### config.mk
export PLATFORM = sky130hd
export DESIGN_NAME = mem_shim_top
export DESIGN_NICKNAME = d
export VERILOG_FILES = /design/src/rtl/mem_req_pkg.sv /design/src/rtl/shim_cfg_pkg.sv /design/src/rtl/mem_req_if.sv /design/src/rtl/req_fifo.sv /design/src/rtl/shim_buffer_afu.sv /design/src/rtl/mem_issue.sv /design/src/rtl/mem_shim_top.sv
export SDC_FILE = /design/constraint.sdc
export NUM_CORES = 1
export LEC_CHECK = 0
export BUFFER_PORTS_ARGS = -buffer_cell sky130_fd_sc_hd__clkbuf_2
export CAP_MARGIN = 20
export CORE_ASPECT_RATIO = 1.1
export CORE_MARGIN = 2
export CORE_UTILIZATION = 50
export CTS_BUF_LIST = sky130_fd_sc_hd__clkbuf_8
export CTS_CLUSTER_DIAMETER = 30
export CTS_CLUSTER_SIZE = 12
export DETAILED_ROUTE_END_ITERATION = 6
export PLACE_DENSITY = 0.66
export SLEW_MARGIN = 20
export SYNTH_ARGS = -nofsm -noshare
export SYNTH_HDL_FRONTEND = slang
export SYNTH_HIERARCHICAL = 1
export SYNTH_SLANG_ARGS = --single-unit
export TNS_END_PERCENT = 10
### constraint.sdc
create_clock -name clk -period 5.93 [get_ports clk]
set_input_delay 1.779 -clock clk [delete_from_list [all_inputs] [get_ports clk]]
set_output_delay 1.779 -clock clk [all_outputs]
set_load 0.05 [all_outputs]
### src/rtl/mem_req_pkg.sv
// Field widths and vector types for memory requests and responses
// Shared by the request interface, the buffer, the issue stage and the top level
package mem_req_pkg;

    // ========================================
    // Field widths
    // ========================================

    // Word address into the 16-word memory
    localparam int ADDR_WIDTH = 4;

    // Tag returned with every response or ack so a source can match it up
    localparam int TAG_WIDTH = 6;

    // One data word
    localparam int DATA_WIDTH = 32;

    // ========================================
    // Field types
    // ========================================

    typedef logic [ADDR_WIDTH-1:0] addr_t;
    typedef logic [TAG_WIDTH-1:0]  tag_t;
    typedef logic [DATA_WIDTH-1:0] data_t;

    // ========================================
    // Packed FIFO words
    // ========================================

    // A buffered read is the tag followed by the address
    localparam int RD_ENTRY_BITS = TAG_WIDTH + ADDR_WIDTH;

    // A buffered write carries the data word behind the tag and address
    localparam int WR_ENTRY_BITS = TAG_WIDTH + ADDR_WIDTH + DATA_WIDTH;

endpackage

### src/rtl/shim_cfg_pkg.sv
// Sizing and bypass configuration of the request buffer
// The top level and the buffer take their FIFO depth and threshold from here
package shim_cfg_pkg;

    // Almost-full rises once this many free slots or fewer remain
    localparam int ALMOST_FULL_THRESHOLD = 4;

    // Two extra slots cover the registered flag and the requests in flight
    localparam int FIFO_ENTRIES = ALMOST_FULL_THRESHOLD + 2;

    // Reads may skip an empty FIFO when this is set
    localparam bit RD_BYPASS_EN = 1'b1;

endpackage

### src/rtl/mem_req_if.sv
// Read and write request channels with their almost-full flags
// The source side drives requests and the sink side answers with the flags
`timescale 1ns/1ps

interface mem_req_if;
    import mem_req_pkg::*;

    // Read request channel
    logic  rd_valid;
    addr_t rd_addr;
    tag_t  rd_tag;

    // Write request channel
    logic  wr_valid;
    addr_t wr_addr;
    tag_t  wr_tag;
    data_t wr_data;

    // Flow control back toward the source
    // A source must stop within the threshold once its flag is high
    logic  rd_alm_full;
    logic  wr_alm_full;

    // Side that issues requests
    modport source (
        output rd_valid, rd_addr, rd_tag,
        output wr_valid, wr_addr, wr_tag, wr_data,
        input  rd_alm_full, wr_alm_full
    );

    // Side that takes requests and reports how full it is
    modport sink (
        input  rd_valid, rd_addr, rd_tag,
        input  wr_valid, wr_addr, wr_tag, wr_data,
        output rd_alm_full, wr_alm_full
    );

endinterface

### src/rtl/req_fifo.sv
// Small LUT-style FIFO that shows its head word without a read latency
// The almost-full flag leaves THRESHOLD slots of slack for a source that reacts late
`timescale 1ns/1ps

module req_fifo #(
    parameter int N_DATA_BITS = 32,
    parameter int N_ENTRIES   = 6,
    parameter int THRESHOLD   = 4
) (
    input  logic                   clk,
    input  logic                   reset,

    input  logic [N_DATA_BITS-1:0] enq_data,
    input  logic                   enq_en,
    output logic                   almost_full,

    output logic [N_DATA_BITS-1:0] first,
    input  logic                   deq_en,
    output logic                   not_empty
);

    // Pointer and counter widths follow the depth
    localparam int PTR_BITS = (N_ENTRIES > 1) ? $clog2(N_ENTRIES) : 1;
    localparam int CNT_BITS = $clog2(N_ENTRIES + 1);

    logic [N_DATA_BITS-1:0] mem [N_ENTRIES];
    logic [PTR_BITS-1:0]    wr_ptr;
    logic [PTR_BITS-1:0]    rd_ptr;
    logic [CNT_BITS-1:0]    count;
    logic [CNT_BITS-1:0]    count_next;
    logic                   do_deq;

    // The head is always the word under the read pointer
    assign first     = mem[rd_ptr];
    assign not_empty = (count != '0);

    // A dequeue of an empty FIFO is ignored
    assign do_deq = deq_en && not_empty;

    // Occupancy after this cycle's enqueue and dequeue
    always_comb
    begin
        count_next = count;
        if (enq_en && !do_deq)
            count_next = count + 1'b1;
        else if (!enq_en && do_deq)
            count_next = count - 1'b1;
    end

    // Storage is written only on enqueue
    always_ff @(posedge clk)
    begin
        if (enq_en)
            mem[wr_ptr] <= enq_data;
    end

    always_ff @(posedge clk)
    begin
        if (reset)
        begin
            wr_ptr      <= '0;
            rd_ptr      <= '0;
            count       <= '0;
            almost_full <= 1'b0;
        end
        else
        begin
            if (enq_en)
                wr_ptr <= (wr_ptr == PTR_BITS'(N_ENTRIES - 1)) ? '0 : wr_ptr + 1'b1;
            if (do_deq)
                rd_ptr <= (rd_ptr == PTR_BITS'(N_ENTRIES - 1)) ? '0 : rd_ptr + 1'b1;
            count <= count_next;
            // Flag from the next occupancy so it never lags the FIFO contents
            almost_full <= ((N_ENTRIES - int'(count_next)) <= THRESHOLD);
        end
    end

endmodule

### src/rtl/shim_buffer_afu.sv
// Latency-insensitive buffer between raw request sources and the request consumer
// Heads stay on the buffered side until the consumer dequeues them explicitly
`timescale 1ns/1ps

module shim_buffer_afu #(
    // Lets a read skip the read FIFO when that FIFO is empty
    parameter bit ENABLE_RD_BYPASS = 1'b0
) (
    input  logic       clk,
    input  logic       reset,

    // Unbuffered requests from the source side
    mem_req_if.sink    raw,

    // FIFO heads toward the consumer
    mem_req_if.source  buffered,

    // Consumer takes the head of a channel with these
    input  logic       rd_deq,
    input  logic       wr_deq
);
    import mem_req_pkg::*;
    import shim_cfg_pkg::*;

    // ========================================
    // Read channel
    // ========================================

    logic [RD_ENTRY_BITS-1:0] rd_fifo_first;
    logic                     rd_fifo_not_empty;
    logic                     rd_fifo_enq;
    logic                     rd_fifo_deq;
    tag_t                     rd_first_tag;
    addr_t                    rd_first_addr;

    assign {rd_first_tag, rd_first_addr} = rd_fifo_first;

    generate
        if (ENABLE_RD_BYPASS)
        begin : g_rd_bypass
            // An empty FIFO forwards the raw read in the same cycle
            assign buffered.rd_valid = rd_fifo_not_empty || raw.rd_valid;
            assign buffered.rd_tag   = rd_fifo_not_empty ? rd_first_tag : raw.rd_tag;
            assign buffered.rd_addr  = rd_fifo_not_empty ? rd_first_addr : raw.rd_addr;

            // Store the read unless it was consumed straight through the bypass
            assign rd_fifo_enq = raw.rd_valid && (rd_fifo_not_empty || !rd_deq);
            // A dequeue of a bypassed read must not touch the FIFO
            assign rd_fifo_deq = rd_deq && rd_fifo_not_empty;
        end
        else
        begin : g_rd_fifo_only
            // Every read goes through the FIFO
            assign buffered.rd_valid = rd_fifo_not_empty;
            assign buffered.rd_tag   = rd_first_tag;
            assign buffered.rd_addr  = rd_first_addr;

            assign rd_fifo_enq = raw.rd_valid;
            assign rd_fifo_deq = rd_deq;
        end
    endgenerate

    req_fifo #(
        .N_DATA_BITS (RD_ENTRY_BITS),
        .N_ENTRIES   (FIFO_ENTRIES),
        .THRESHOLD   (ALMOST_FULL_THRESHOLD)
    ) rd_fifo (
        .clk         (clk),
        .reset       (reset),
        .enq_data    ({raw.rd_tag, raw.rd_addr}),
        .enq_en      (rd_fifo_enq),
        .almost_full (raw.rd_alm_full),
        .first       (rd_fifo_first),
        .deq_en      (rd_fifo_deq),
        .not_empty   (rd_fifo_not_empty)
    );

    // ========================================
    // Write channel
    // ========================================

    // Writes always go through the FIFO since a mux on the data word is costly
    logic [WR_ENTRY_BITS-1:0] wr_fifo_first;
    logic                     wr_fifo_not_empty;

    assign buffered.wr_valid = wr_fifo_not_empty;
    assign {buffered.wr_tag, buffered.wr_addr, buffered.wr_data} = wr_fifo_first;

    req_fifo #(
        .N_DATA_BITS (WR_ENTRY_BITS),
        .N_ENTRIES   (FIFO_ENTRIES),
        .THRESHOLD   (ALMOST_FULL_THRESHOLD)
    ) wr_fifo (
        .clk         (clk),
        .reset       (reset),
        .enq_data    ({raw.wr_tag, raw.wr_addr, raw.wr_data}),
        .enq_en      (raw.wr_valid),
        .almost_full (raw.wr_alm_full),
        .first       (wr_fifo_first),
        .deq_en      (wr_deq),
        .not_empty   (wr_fifo_not_empty)
    );

endmodule

### src/rtl/mem_issue.sv
// Small memory that consumes buffered requests through explicit dequeues
// Reads answer with registered data and tag, writes answer with a registered ack
`timescale 1ns/1ps

module mem_issue (
    input  logic               clk,
    input  logic               reset,
    // Holds both dequeues while high
    input  logic               mem_stall,

    mem_req_if.sink            req,

    output logic               rd_deq,
    output logic               wr_deq,

    output logic               rsp_valid,
    output mem_req_pkg::tag_t  rsp_tag,
    output mem_req_pkg::data_t rsp_data,

    output logic               wr_ack_valid,
    output mem_req_pkg::tag_t  wr_ack_tag
);
    import mem_req_pkg::*;

    // One word per address
    data_t mem [2**ADDR_WIDTH];

    // ========================================
    // Dequeue control
    // ========================================

    // Take every head that is present unless the memory is stalled
    assign rd_deq = req.rd_valid && !mem_stall;
    assign wr_deq = req.wr_valid && !mem_stall;

    // Flow control here is the explicit dequeue so the flags stay low
    assign req.rd_alm_full = 1'b0;
    assign req.wr_alm_full = 1'b0;

    // ========================================
    // Memory array and response valids
    // ========================================

    always_ff @(posedge clk)
    begin
        if (reset)
        begin
            rsp_valid    <= 1'b0;
            wr_ack_valid <= 1'b0;
            // Contents start at zero so untouched addresses read back zero
            for (int i = 0; i < 2**ADDR_WIDTH; i++)
                mem[i] <= '0;
        end
        else
        begin
            rsp_valid    <= rd_deq;
            wr_ack_valid <= wr_deq;
            if (wr_deq)
                mem[req.wr_addr] <= req.wr_data;
        end
    end

    // ========================================
    // Response payload
    // ========================================

    // The read samples the array before this edge's write lands
    // so a same-cycle read and write to one address returns the old word
    always_ff @(posedge clk)
    begin
        if (rd_deq)
        begin
            rsp_tag  <= req.rd_tag;
            rsp_data <= mem[req.rd_addr];
        end
        if (wr_deq)
            wr_ack_tag <= req.wr_tag;
    end

endmodule

### src/rtl/mem_shim_top.sv
// Top level of the request buffer and memory
// Plain request ports feed the buffer and the memory returns responses directly
`timescale 1ns/1ps

module mem_shim_top (
    input  logic               clk,
    input  logic               reset,
    input  logic               mem_stall,

    // Read request channel
    input  logic               rd_valid,
    input  mem_req_pkg::addr_t rd_addr,
    input  mem_req_pkg::tag_t  rd_tag,

    // Write request channel
    input  logic               wr_valid,
    input  mem_req_pkg::addr_t wr_addr,
    input  mem_req_pkg::tag_t  wr_tag,
    input  mem_req_pkg::data_t wr_data,

    // Flow control toward the request sources
    output logic               rd_alm_full,
    output logic               wr_alm_full,

    // Read responses and write acks
    output logic               rsp_valid,
    output mem_req_pkg::tag_t  rsp_tag,
    output mem_req_pkg::data_t rsp_data,
    output logic               wr_ack_valid,
    output mem_req_pkg::tag_t  wr_ack_tag
);
    import shim_cfg_pkg::*;

    // Raw requests from the ports and buffered heads toward the memory
    mem_req_if raw_if ();
    mem_req_if buf_if ();

    logic rd_deq;
    logic wr_deq;

    // The ports act as the source of the raw channels
    assign raw_if.rd_valid = rd_valid;
    assign raw_if.rd_addr  = rd_addr;
    assign raw_if.rd_tag   = rd_tag;
    assign raw_if.wr_valid = wr_valid;
    assign raw_if.wr_addr  = wr_addr;
    assign raw_if.wr_tag   = wr_tag;
    assign raw_if.wr_data  = wr_data;

    assign rd_alm_full = raw_if.rd_alm_full;
    assign wr_alm_full = raw_if.wr_alm_full;

    shim_buffer_afu #(
        .ENABLE_RD_BYPASS (RD_BYPASS_EN)
    ) shim_buffer_afu_inst (
        .clk      (clk),
        .reset    (reset),
        .raw      (raw_if.sink),
        .buffered (buf_if.source),
        .rd_deq   (rd_deq),
        .wr_deq   (wr_deq)
    );

    mem_issue mem_issue_inst (
        .clk          (clk),
        .reset        (reset),
        .mem_stall    (mem_stall),
        .req          (buf_if.sink),
        .rd_deq       (rd_deq),
        .wr_deq       (wr_deq),
        .rsp_valid    (rsp_valid),
        .rsp_tag      (rsp_tag),
        .rsp_data     (rsp_data),
        .wr_ack_valid (wr_ack_valid),
        .wr_ack_tag   (wr_ack_tag)
    );

endmodule

==> results of run 1 <==
-- metal layers --
metal / up-vias / GRT usage (%) / part of all wire [%]
li1: 8917 / - / -
met2: 858 / 39.6 / 50
met1: 10500 / 29.0 / 39
met4: 0 / 8.16 / 2.5
met5: - / 0 / 0
met3: 148 / 5.58 / 8.4
-- stage by stage --
stage	area, um^2	utilization [%]
final	41500	56.8
after global routing	41500	56.8
after CTS	41500	56.8
after detailed placement	38300	52.4
after global placement	38300	52.4
after floorplan	36900	-
-- worst max-delay path: cells and delay by family, from the launching register on --
kind                   cells  cell delay (ns)
muxes                      1             0.35
and+or+nand+nor            3             0.99
AOI/OAI and AO/OA          1             0.77
DFF                        1             0.85
buffers and inverters      1             0.62
-- sequential cells by signal (all words and copies together), names as in the netlist, 3 cells and up, named ones only --
| name | cells |
|---|---|
| mem_issue_inst/mem | 512 |
| mem_issue_inst/rsp_data | 32 |
| mem_issue_inst/rsp_tag | 6 |
| mem_issue_inst/wr_ack_tag | 6 |
| shim_buffer_afu_inst/rd_fifo/count | 3 |
| shim_buffer_afu_inst/rd_fifo/mem | 60 |
| shim_buffer_afu_inst/rd_fifo/rd_ptr | 3 |
| shim_buffer_afu_inst/rd_fifo/wr_ptr | 3 |
| shim_buffer_afu_inst/wr_fifo/count | 3 |
| shim_buffer_afu_inst/wr_fifo/mem | 252 |
| shim_buffer_afu_inst/wr_fifo/rd_ptr | 3 |
| shim_buffer_afu_inst/wr_fifo/wr_ptr | 3 |
-- layout make-up --
class | count | share of cell area [%]
timing repair buffer | 160 | 2.62
tap | 954 | 2.87
clock inverter | 121 | 2.57
clock buffer | 153 | 5.07
multi-input combinational | 1219 | 22.7
inverter | 6 | 0.0542
antenna | 4 | 0.0241
sequential | 896 | 64.1
-- cells in the final DEF (no fill, tap or decap), types with 6 or more instances in the layout --
cell type / count
a21o_1: 17
a21oi_1: 63
a22oi_1: 64
buf_12: 11
buf_4: 44
bufinv_16: 14
clkbuf_2: 104
clkbuf_8: 153
clkinv_1: 15
clkinv_2: 23
clkinv_4: 12
clkinvlp_4: 19
dfxtp_1: 25
edfxtp_1: 868
ha_1: 6
inv_1: 27
inv_6: 14
mux2_4: 7
mux2i_1: 52
mux4_2: 179
nand2_1: 172
nand2b_1: 10
nor2_1: 480
nor2_2: 102
-- final timing paths --
| path | endpoint | cells after the start | slack [ns] |
|---|---|---|---|
| min | shim_buffer_afu_inst/wr_fifo/wr_ptr[0]$_SDFFE_PP0P_ | 2 | 0.48 |
| max | mem_issue_inst/mem[4][20]$_SDFFCE_PN0P_ | 6 | 2.00 |
| max reg2reg | mem_issue_inst/mem[4][20]$_SDFFCE_PN0P_ | 6 | 2.00 |
| min reg2reg | shim_buffer_afu_inst/wr_fifo/wr_ptr[0]$_SDFFE_PP0P_ | 2 | 0.48 |
-- where the power goes --
part           switching, mW  total [mW]  internal (mW)
Clock                   2.60        5.71           3.10
Sequential             0.171        7.53           7.36
Combinational           2.12        3.35           1.23
==> impl_metrics.json, run 1 <==
{
  "die_height_um": 289,
  "die_w_um": 263,
  "period_needed_ns": 3.93,
  "instances_no_fill": 3513,
  "synth_nets": 2336,
  "cts_hold_buf": 0,
  "hold_viol_final": 0,
  "clock_sinks": 896,
  "core-area_mm2": 0.0731,
  "fillers": 5681,
  "netlist_area_mm2": 0.0369,
  "critPathMaxFanout": 42,
  "finalNetCount": 2494,
  "p_leak_nw": 13.9,
  "io_buffers": 104,
  "viasPerCell": 5.82,
  "maxCapViolations": 0,
  "setup_viol_count_final": 0,
  "antenna_found_initial": 4,
  "critPathMostFrequentCell": "nor2_1",
  "outcome": "complete, no violations",
  "gp_congestion": 0.742,
  "startpoint_type": "flop",
  "start_util_pct": 50.5,
  "slowest_stage": "dfxtp_4",
  "fin_skew_ns": 0.0264,
  "drv_slew": 0,
  "routed_wl_mm": 86.8,
  "critical_path_class": "flop to flop",
  "hold_class": "flop to flop",
  "clk_pin_slew_ns": 0.06,
  "via_count": 20400,
  "hpwl_mm": 46.4,
  "drive_gt1_share_pct": 27.9,
  "vdd_drop_max_uv": 240,
  "cp-end-kind": "flop",
  "rsz0062_at_grt": "no",
  "yosysWarnings": 6,
  "maxSlewHeadroom_pct": 24.4,
  "multiInputGateArea_mm2": 0.00941,
  "cpPeakStageDelay_ns": 0.85,
  "worst_slew_pin_slew_ns": 1.13,
  "holdWs_ns": 0.485,
  "drc": 0,
  "cts_root_buf": "clkbuf_8",
  "syn_inst": 2273,
  "worstPathCellList": "mux4_2 -> nor2_1 -> a21oi_1 -> or3_4 -> buf_4 -> nor2_1",
  "io_pins": 105,
  "cts_made_buffers": 148,
  "power.total_mw": 16.6,
  "postCtsSetupBuffers": 0,
  "die_area_mm2": 0.0760,
  "drt-initial-drc-count": 1963,
  "synth.avg_cell_area_um2": 16.2,
  "post-place-ws_ns": 1.60,
  "grt_use_total_pct": 23.1,
  "grt-ovfl-total": 0,
  "htree_levels": 4,
  "first_global_vias": 21400,
  "finalCritPeriodShare_pct": 66.3,
  "cp.arrival_ns": 4.43,
  "first_pass_iters": 5,
  "wl_per_cell_um": 24.7,
  "p_per_area_mw_per_mm2": 399,
  "final.setup.worst_slack_ns": 2.00,
  "grt_pass1_wl_mm": 129,
  "cts_resized": 0,
  "cts_tree": "built",
  "std_cell_rows": 104,
  "cp_data_required_time_ns": 6.43,
  "antenna_left": 0,
  "syn_to_final_growth_pct": 12.5,
  "fmax_mhz": 254,
  "regArea_mm2": 0.0266,
  "clk_latency_ns": 0.80,
  "setup_tns_ns": 0,
  "holdCritStartpoint": "shim_buffer_afu_inst/wr_fifo/wr_ptr[0]$_SDFFE_PP0P_",
  "post-place-cells": 3234,
  "clock_path_buffers": 3,
  "grt_max_degree": 113
}
No activity file was read; power rests on OpenSTA's default activity.
==> run 2, diff against run 1 <==
--- a/config.mk
+++ b/config.mk
@@ -5,6 +5,7 @@
 export SDC_FILE = /design/constraint.sdc
 export NUM_CORES = 1
 export LEC_CHECK = 0
+export ABC_AREA = 1
 export BUFFER_PORTS_ARGS = -buffer_cell sky130_fd_sc_hd__clkbuf_2
 export CAP_MARGIN = 20
 export CORE_ASPECT_RATIO = 1.1
@@ -14,7 +15,7 @@
 export CTS_CLUSTER_DIAMETER = 30
 export CTS_CLUSTER_SIZE = 12
 export DETAILED_ROUTE_END_ITERATION = 6
-export PLACE_DENSITY = 0.66
+export PLACE_DENSITY = 0.63
 export SLEW_MARGIN = 20
 export SYNTH_ARGS = -nofsm -noshare
 export SYNTH_HDL_FRONTEND = slang
==> constraint.sdc (replaced) <==
create_clock -name clk -period 4 [get_ports clk]
set_input_delay 1.2 -clock clk [delete_from_list [all_inputs] [get_ports clk]]
set_output_delay 1.2 -clock clk [all_outputs]
set_load 0.05 [all_outputs]
==> run 2 against run 1 <==
Compared with the run above:
- hold slack lost 0.015 ns
- global-route usage grew 2.1 points
- clock power grew 53%
- wire length grew 16%
- sequential share of layout area shrank 3.8 points
- register-to-register slack lost 1.1 ns
- synthesized cell count grew 68%
- utilization is essentially flat
- first-iteration DRC count grew 24%
- critical path type unchanged
- sequential power grew 47%
==> impl_metrics.json, run 2 <==
{
  "p_leak_nw": 18.4,
  "antenna_left": 0,
  "cts_made_buffers": 158,
  "setup_viol_count_final": 0,
  "grt-ovfl-total": 0,
  "p_int_mw": 17.1,
  "clk_pin_slew_ns": 0.07,
  "rsz0062_at_grt": "no",
  "via_count": 26800,
  "largest_reg_flops": 512,
  "final_util_pct": 56.8,
  "clock_power_share_pct": 34.3,
  "maxCapViolations": 0,
  "clk_latency_ns": 0.82,
  "netlist_area_mm2": 0.0394,
  "critPathMaxFanout": 79,
  "htree_levels": 4,
  "largestRegisters": "mem_issue_inst/mem x512, shim_buffer_afu_inst/wr_fifo/mem x252, shim_buffer_afu_inst/rd_fifo/mem x60",
  "fin_skew_ns": 0.0594,
  "cts_hold_buf": 0,
  "postCtsSetupBuffers": 0,
  "power.total_mw": 25.5,
  "syn_to_final_growth_pct": 12.1,
  "final.setup.worst_slack_ns": 0.874,
  "first_pass_iters": 5,
  "grt_use_total_pct": 25.2,
  "layout_commonest_cell": "edfxtp_1",
  "ff2ff_path_depth": 10,
  "grt_pass1_wl_mm": 155,
  "regMostFlops": "mem_issue_inst/mem",
  "finalNetCount": 3991,
  "setup_tns_ns": 0,
  "wl_per_cell_um": 19.7,
  "core-area_mm2": 0.0776,
  "gp_congestion": 0.786,
  "cp_data_required_time_ns": 4.49,
  "slowest_stage": "inv_6",
  "cts_root_buf": "clkbuf_8",
  "hpwl_mm": 56.1,
  "drc": 0,
  "grt_max_degree": 129,
  "worstPathCellList": "inv_6 -> nor2_1 -> o22ai_1 -> nand2_1 -> o21ai_2 -> inv_1 -> nor3_2 -> nand2_1 -> nand2_2 -> buf_12",
  "outcome": "complete, no violations",
  "first_global_vias": 26500,
  "cpPeakStageDelay_ns": 0.49,
  "critPathMostFrequentCell": "nand2_1",
  "hold_viol_final": 0,
  "placed_cell_area_mm2": 0.0408,
  "syn_inst": 3818,
  "io_buffers": 104,
  "die_w_um": 272,
  "worst_slew_pin_slew_ns": 0.864,
  "clock_sinks": 896,
  "period_needed_ns": 3.13,
  "cp.depth": 10,
  "yosysWarnings": 6,
  "switching_power_mw": 8.44,
  "synth_nets": 3881,
  "finalCritPeriodShare_pct": 78.2,
  "die_area_mm2": 0.0810,
  "start_util_pct": 50.7,
  "cts_resized": 0,
  "io_pins": 105,
  "hold_depth": 2,
  "drv_slew": 0,
  "cp_top_family": "simple AND/OR/NAND/NOR gates",
  "std_cell_rows": 107,
  "final_cell_mix": "868 x edfxtp_1, 797 x nand2_1, 686 x nor2_1",
  "cp.arrival_ns": 3.62,
  "clock_path_buffers": 3,
  "combPwrFrac_pct": 22.2,
  "critical_path_class": "flop to flop",
  "post-place-cells": 4803,
  "die_height_um": 298,
  "pwr-share-seq_pct": 43.5,
  "drt-initial-drc-count": 2443,
  "cp-end-kind": "flop",
  "cts_tree": "built",
  "drive_gt1_share_pct": 13.1,
  "synth.avg_cell_area_um2": 10.3,
  "p_per_area_mw_per_mm2": 578,
  "vdd_drop_max_uv": 421,
  "startpoint_type": "flop",
  "antenna_found_initial": 3,
  "maxSlewHeadroom_pct": 42.3,
  "holdWs_ns": 0.470,
  "fmax_mhz": 320,
  "viasPerCell": 5.26,
  "routed_wl_mm": 100,
  "hold_class": "flop to flop",
  "finalInstanceArea_mm2": 0.0441,
  "post-place-ws_ns": 0.796,
  "instances_no_fill": 5092,
  "path_buf_inv": 3,
  "switching_share_pct": 33.1
}
-- run 2: layout make-up --
cell class	instances	area, um^2
fillers	6649	33500
flip-flops and latches	896	26600
multi-input cells	2213	9620
clock buffers	161	2220
inverters	470	1780
repair buffers	189	1480
well taps	1035	1290
clock inverters	126	1100
diodes	2	5.00
-- run 2: worst register-to-register path: stages, from the launching register on --
cell and delay [ns]:
dfxtp_4 0.46, inv_6 0.51, nor2_1 0.08, o22ai_1 0.23, nand2_1 0.09, o21ai_2 0.16
inv_1 0.14, nor3_2 0.29, nand2_1 0.15, nand2_2 0.45, buf_12 0.25
-- run 2: final timing paths --
check / endpoint / slack, ns / startpoint
worst min register to register: shim_buffer_afu_inst/wr_fifo/wr_ptr[0]$_SDFFE_PP0P_ / 0.47 / shim_buffer_afu_inst/wr_fifo/wr_ptr[0]$_SDFFE_PP0P_
worst min-delay path: shim_buffer_afu_inst/wr_fifo/wr_ptr[0]$_SDFFE_PP0P_ / 0.47 / shim_buffer_afu_inst/wr_fifo/wr_ptr[0]$_SDFFE_PP0P_
worst max register to register: mem_issue_inst/mem[3][10]$_SDFFCE_PN0P_ / 0.87 / flop
worst max-delay path: mem_issue_inst/mem[3][10]$_SDFFCE_PN0P_ / 0.87 / flop
-- run 2: power groups by stage --
| stage | clock network (mW) | registers (mW) | logic (mW) |
|---|---|---|---|
| after CTS | 8.93 | 11.1 | 5.67 |
| after global placement | 0 | 11.3 | 5.59 |
| final | 8.75 | 11.1 | 5.66 |
| after global routing | 9.32 | 11.1 | 6.23 |
| after detailed placement | 0 | 11.3 | 5.65 |
| after floorplan | 0 | 11.7 | 3.40 |
-- run 2: routing by layer --
metal  track usage (%)  vias to the layer above  share of wire, %
li1                  -                    12700                 -
met1              33.2                    12900                41
met2              42.4                      973                49
met3              4.02                      168               7.0
met4              8.92                        2               2.5
met5                 0                        -             0.013
==> run 3, diff against run 2 <==
--- a/config.mk
+++ b/config.mk
@@ -5,7 +5,7 @@
 export SDC_FILE = /design/constraint.sdc
 export NUM_CORES = 1
 export LEC_CHECK = 0
-export ABC_AREA = 1
+export ABC_AREA = 0
 export BUFFER_PORTS_ARGS = -buffer_cell sky130_fd_sc_hd__clkbuf_2
 export CAP_MARGIN = 20
 export CORE_ASPECT_RATIO = 1.1
@@ -15,7 +15,7 @@
 export CTS_CLUSTER_DIAMETER = 30
 export CTS_CLUSTER_SIZE = 12
 export DETAILED_ROUTE_END_ITERATION = 6
-export PLACE_DENSITY = 0.63
+export PLACE_DENSITY = 0.66
 export SLEW_MARGIN = 20
 export SYNTH_ARGS = -nofsm -noshare
 export SYNTH_HDL_FRONTEND = slang
==> constraint.sdc (replaced) <==
create_clock -name clk -period 2.7 [get_ports clk]
set_input_delay 0.81 -clock clk [delete_from_list [all_inputs] [get_ports clk]]
set_output_delay 0.81 -clock clk [all_outputs]
set_load 0.05 [all_outputs]
==> run 3 against run 2 <==
Compared with the run above:
- the run now ends with setup timing left
- sequential cell count unchanged
- sequential power increased by 48%
- register-to-register slack worse by 0.95 ns
- total power up 49%
- global-route usage down 2.1 points
- sequential share of layout area rose by 1.2 points
- die area shrank 6.2%
- setup slack got worse by 0.95 ns
- critical path depth down 1
- hold slack worse by 0.20 ns
- clock power is 51% higher
- critical path type unchanged
- largest power group unchanged
- highest routed layer is now met4
==> impl_metrics.json, run 3 (synthesized netlist as in run 1, its figures left out) <==
{
  "finalCritPeriodShare_pct": 103,
  "outcome": "finished, violations left",
  "grt_use_total_pct": 23.1,
  "die_height_um": 289,
  "first_pass_iters": 6,
  "core-area_mm2": 0.0731,
  "finalNetCount": 2580,
  "cp-startpoint": "shim_buffer_afu_inst/rd_fifo/mem[0][0]$_DFFE_PP_",
  "fmax_mhz": 360,
  "clock_sinks": 896,
  "hpwl_mm": 50.8,
  "period_needed_ns": 2.78,
  "violations": "setup timing",
  "slowest_stage": "mux4_2",
  "cts_tree": "built",
  "wl_per_cell_um": 23.9,
  "io_pins": 105,
  "antenna_left": 0,
  "rsz0062_at_grt": "yes",
  "std_cell_rows": 104,
  "viasPerCell": 5.79,
  "antenna_found_initial": 2,
  "grt-ovfl-total": 0,
  "critical_path_class": "flop to flop",
  "final.setup.worst_slack_ns": -0.0794,
  "drt-initial-drc-count": 1798,
  "syn_to_final_growth_pct": 17.3,
  "htree_levels": 4,
  "die_w_um": 263,
  "worst_slew_pin_slew_ns": 0.756,
  "cpPeakStageDelay_ns": 0.50,
  "largestRegisters": "mem_issue_inst/mem x512, shim_buffer_afu_inst/wr_fifo/mem x252, shim_buffer_afu_inst/rd_fifo/mem x60",
  "grt_pass1_wl_mm": 131,
  "cts_hold_buf": 0,
  "cp-end-kind": "flop",
  "startpoint_type": "flop",
  "clock_path_buffers": 3,
  "drv_slew": 0,
  "critPathMaxFanout": 5,
  "routed_wl_mm": 86.1,
  "layout_commonest_cell": "edfxtp_1",
  "regMostFlops": "mem_issue_inst/mem",
  "cp_data_required_time_ns": 3.23,
  "drive_gt1_share_pct": 31.8,
  "hold_viol_final": 0,
  "first_global_vias": 21600,
  "maxSlewHeadroom_pct": 49.6,
  "via_count": 20800,
  "holdCritStartpoint": "wr_tag[0]",
  "final_cell_mix": "868 x edfxtp_1, 477 x nor2_1, 179 x mux4_2",
  "hold_class": "input port to flop",
  "gp_congestion": 0.781,
  "maxCapViolations": 0,
  "largest_reg_flops": 512,
  "p_leak_nw": 14.6,
  "cts_root_buf": "clkbuf_8",
  "worstPathCellList": "mux4_2 -> nor2_4 -> a21oi_4 -> mux2_8 -> buf_4 -> buf_4 -> mux4_2 -> a22oi_2 -> nand2_1",
  "p_per_area_mw_per_mm2": 880,
  "vdd_drop_max_uv": 621,
  "ff2ff_setup_slack_ns": -0.08,
  "start_util_pct": 50.5,
  "cts_made_buffers": 143,
  "fin_skew_ns": 0.0451,
  "r2r-start": "shim_buffer_afu_inst/rd_fifo/mem[0][0]$_DFFE_PP_",
  "post-place-ws_ns": -0.141,
  "power.total_mw": 38.1,
  "io_buffers": 104,
  "setup_viol_count_final": 19,
  "drc": 0,
  "cp.arrival_ns": 3.31,
  "clk_pin_slew_ns": 0.07,
  "grt_max_degree": 78,
  "die_area_mm2": 0.0760,
  "clk_latency_ns": 0.79,
  "holdWs_ns": 0.266
}
==> run 3: cell types whose count changed in the layout (fill, tap and decap cells not counted), sizes merged, moves of 113 or more <==
cell	previous run	this run
inv	494	34
o21ai	216	2
mux4	0	180
nor2	697	584
nand3	398	5
nand2	824	172
==> run 3: metal layers <==
| layer | vias up | wire, um | global-route usage, % |
|---|---|---|---|
| li1 | 9082 | - | - |
| met1 | 10700 | 33900 | 30.0 |
| met2 | 855 | 43100 | 39.0 |
| met3 | 183 | 6610 | 4.56 |
| met4 | 0 | 2480 | 8.49 |
| met5 | - | 0 | 0 |
==> run 3: area by class of cell <==
cell class / instances / area (um^2)
clock inverter: 117 / 1280
sequential: 896 / 26600
inverter: 6 / 22.5
tap: 954 / 1190
clock buffer: 148 / 2040
antenna: 3 / 7.51
fill: 5495 / 29800
timing repair buffer: 249 / 2450
multi-input combinational: 1221 / 9680
==> run 3: what timing repair did <==
action,in CTS,in global routing
pin swaps,8,11
gates cloned,2,2
hold endpoints to repair,0,0
endpoints found under the setup margin,180,159
setup buffers,3,0
gates resized for setup,23,34
==> run 3: final timing paths <==
path / endpoint / cells after the start
max: mem_issue_inst/rsp_data[30]$_DFFE_PP_ / 9
min: shim_buffer_afu_inst/wr_fifo/mem[4][36]$_DFFE_PP_ / 1
max reg2reg: mem_issue_inst/rsp_data[30]$_DFFE_PP_ / 9
min reg2reg: flop / 2
==> run 3: report_power, final <==
part           internal [mW]  total [mW]  switching (mW)
sequential              16.1        16.4           0.297
combinational           3.41        8.43            5.03
clock                   7.64        13.2            5.57
total                   27.2        38.1            10.9
==> run 3: worst max-delay path: cells and delay by family, from the launching register on <==
kind	cells	cell delay, ns
AND/OR/NAND/NOR	2	0.24
multiplexers	3	1.34
buffers and inverters	2	0.32
flip-flops	1	0.39
AO/OA/AOI/OAI	2	0.22
==> run 3: stage by stage <==
stage	util, %	area [um^2]	std cells	TNS [ns]
6_report	59.2	43300	3594	-0.812
5_1_grt	59.2	43300	3593	-2.17
4_1_cts	59.0	43100	3590	-0.448
3_5_place_dp	54.2	39600	3320	-12.24
3_3_place_gp	54.2	39600	3320	-5.26
2_1_floorplan	-	36900	2273	-318.76
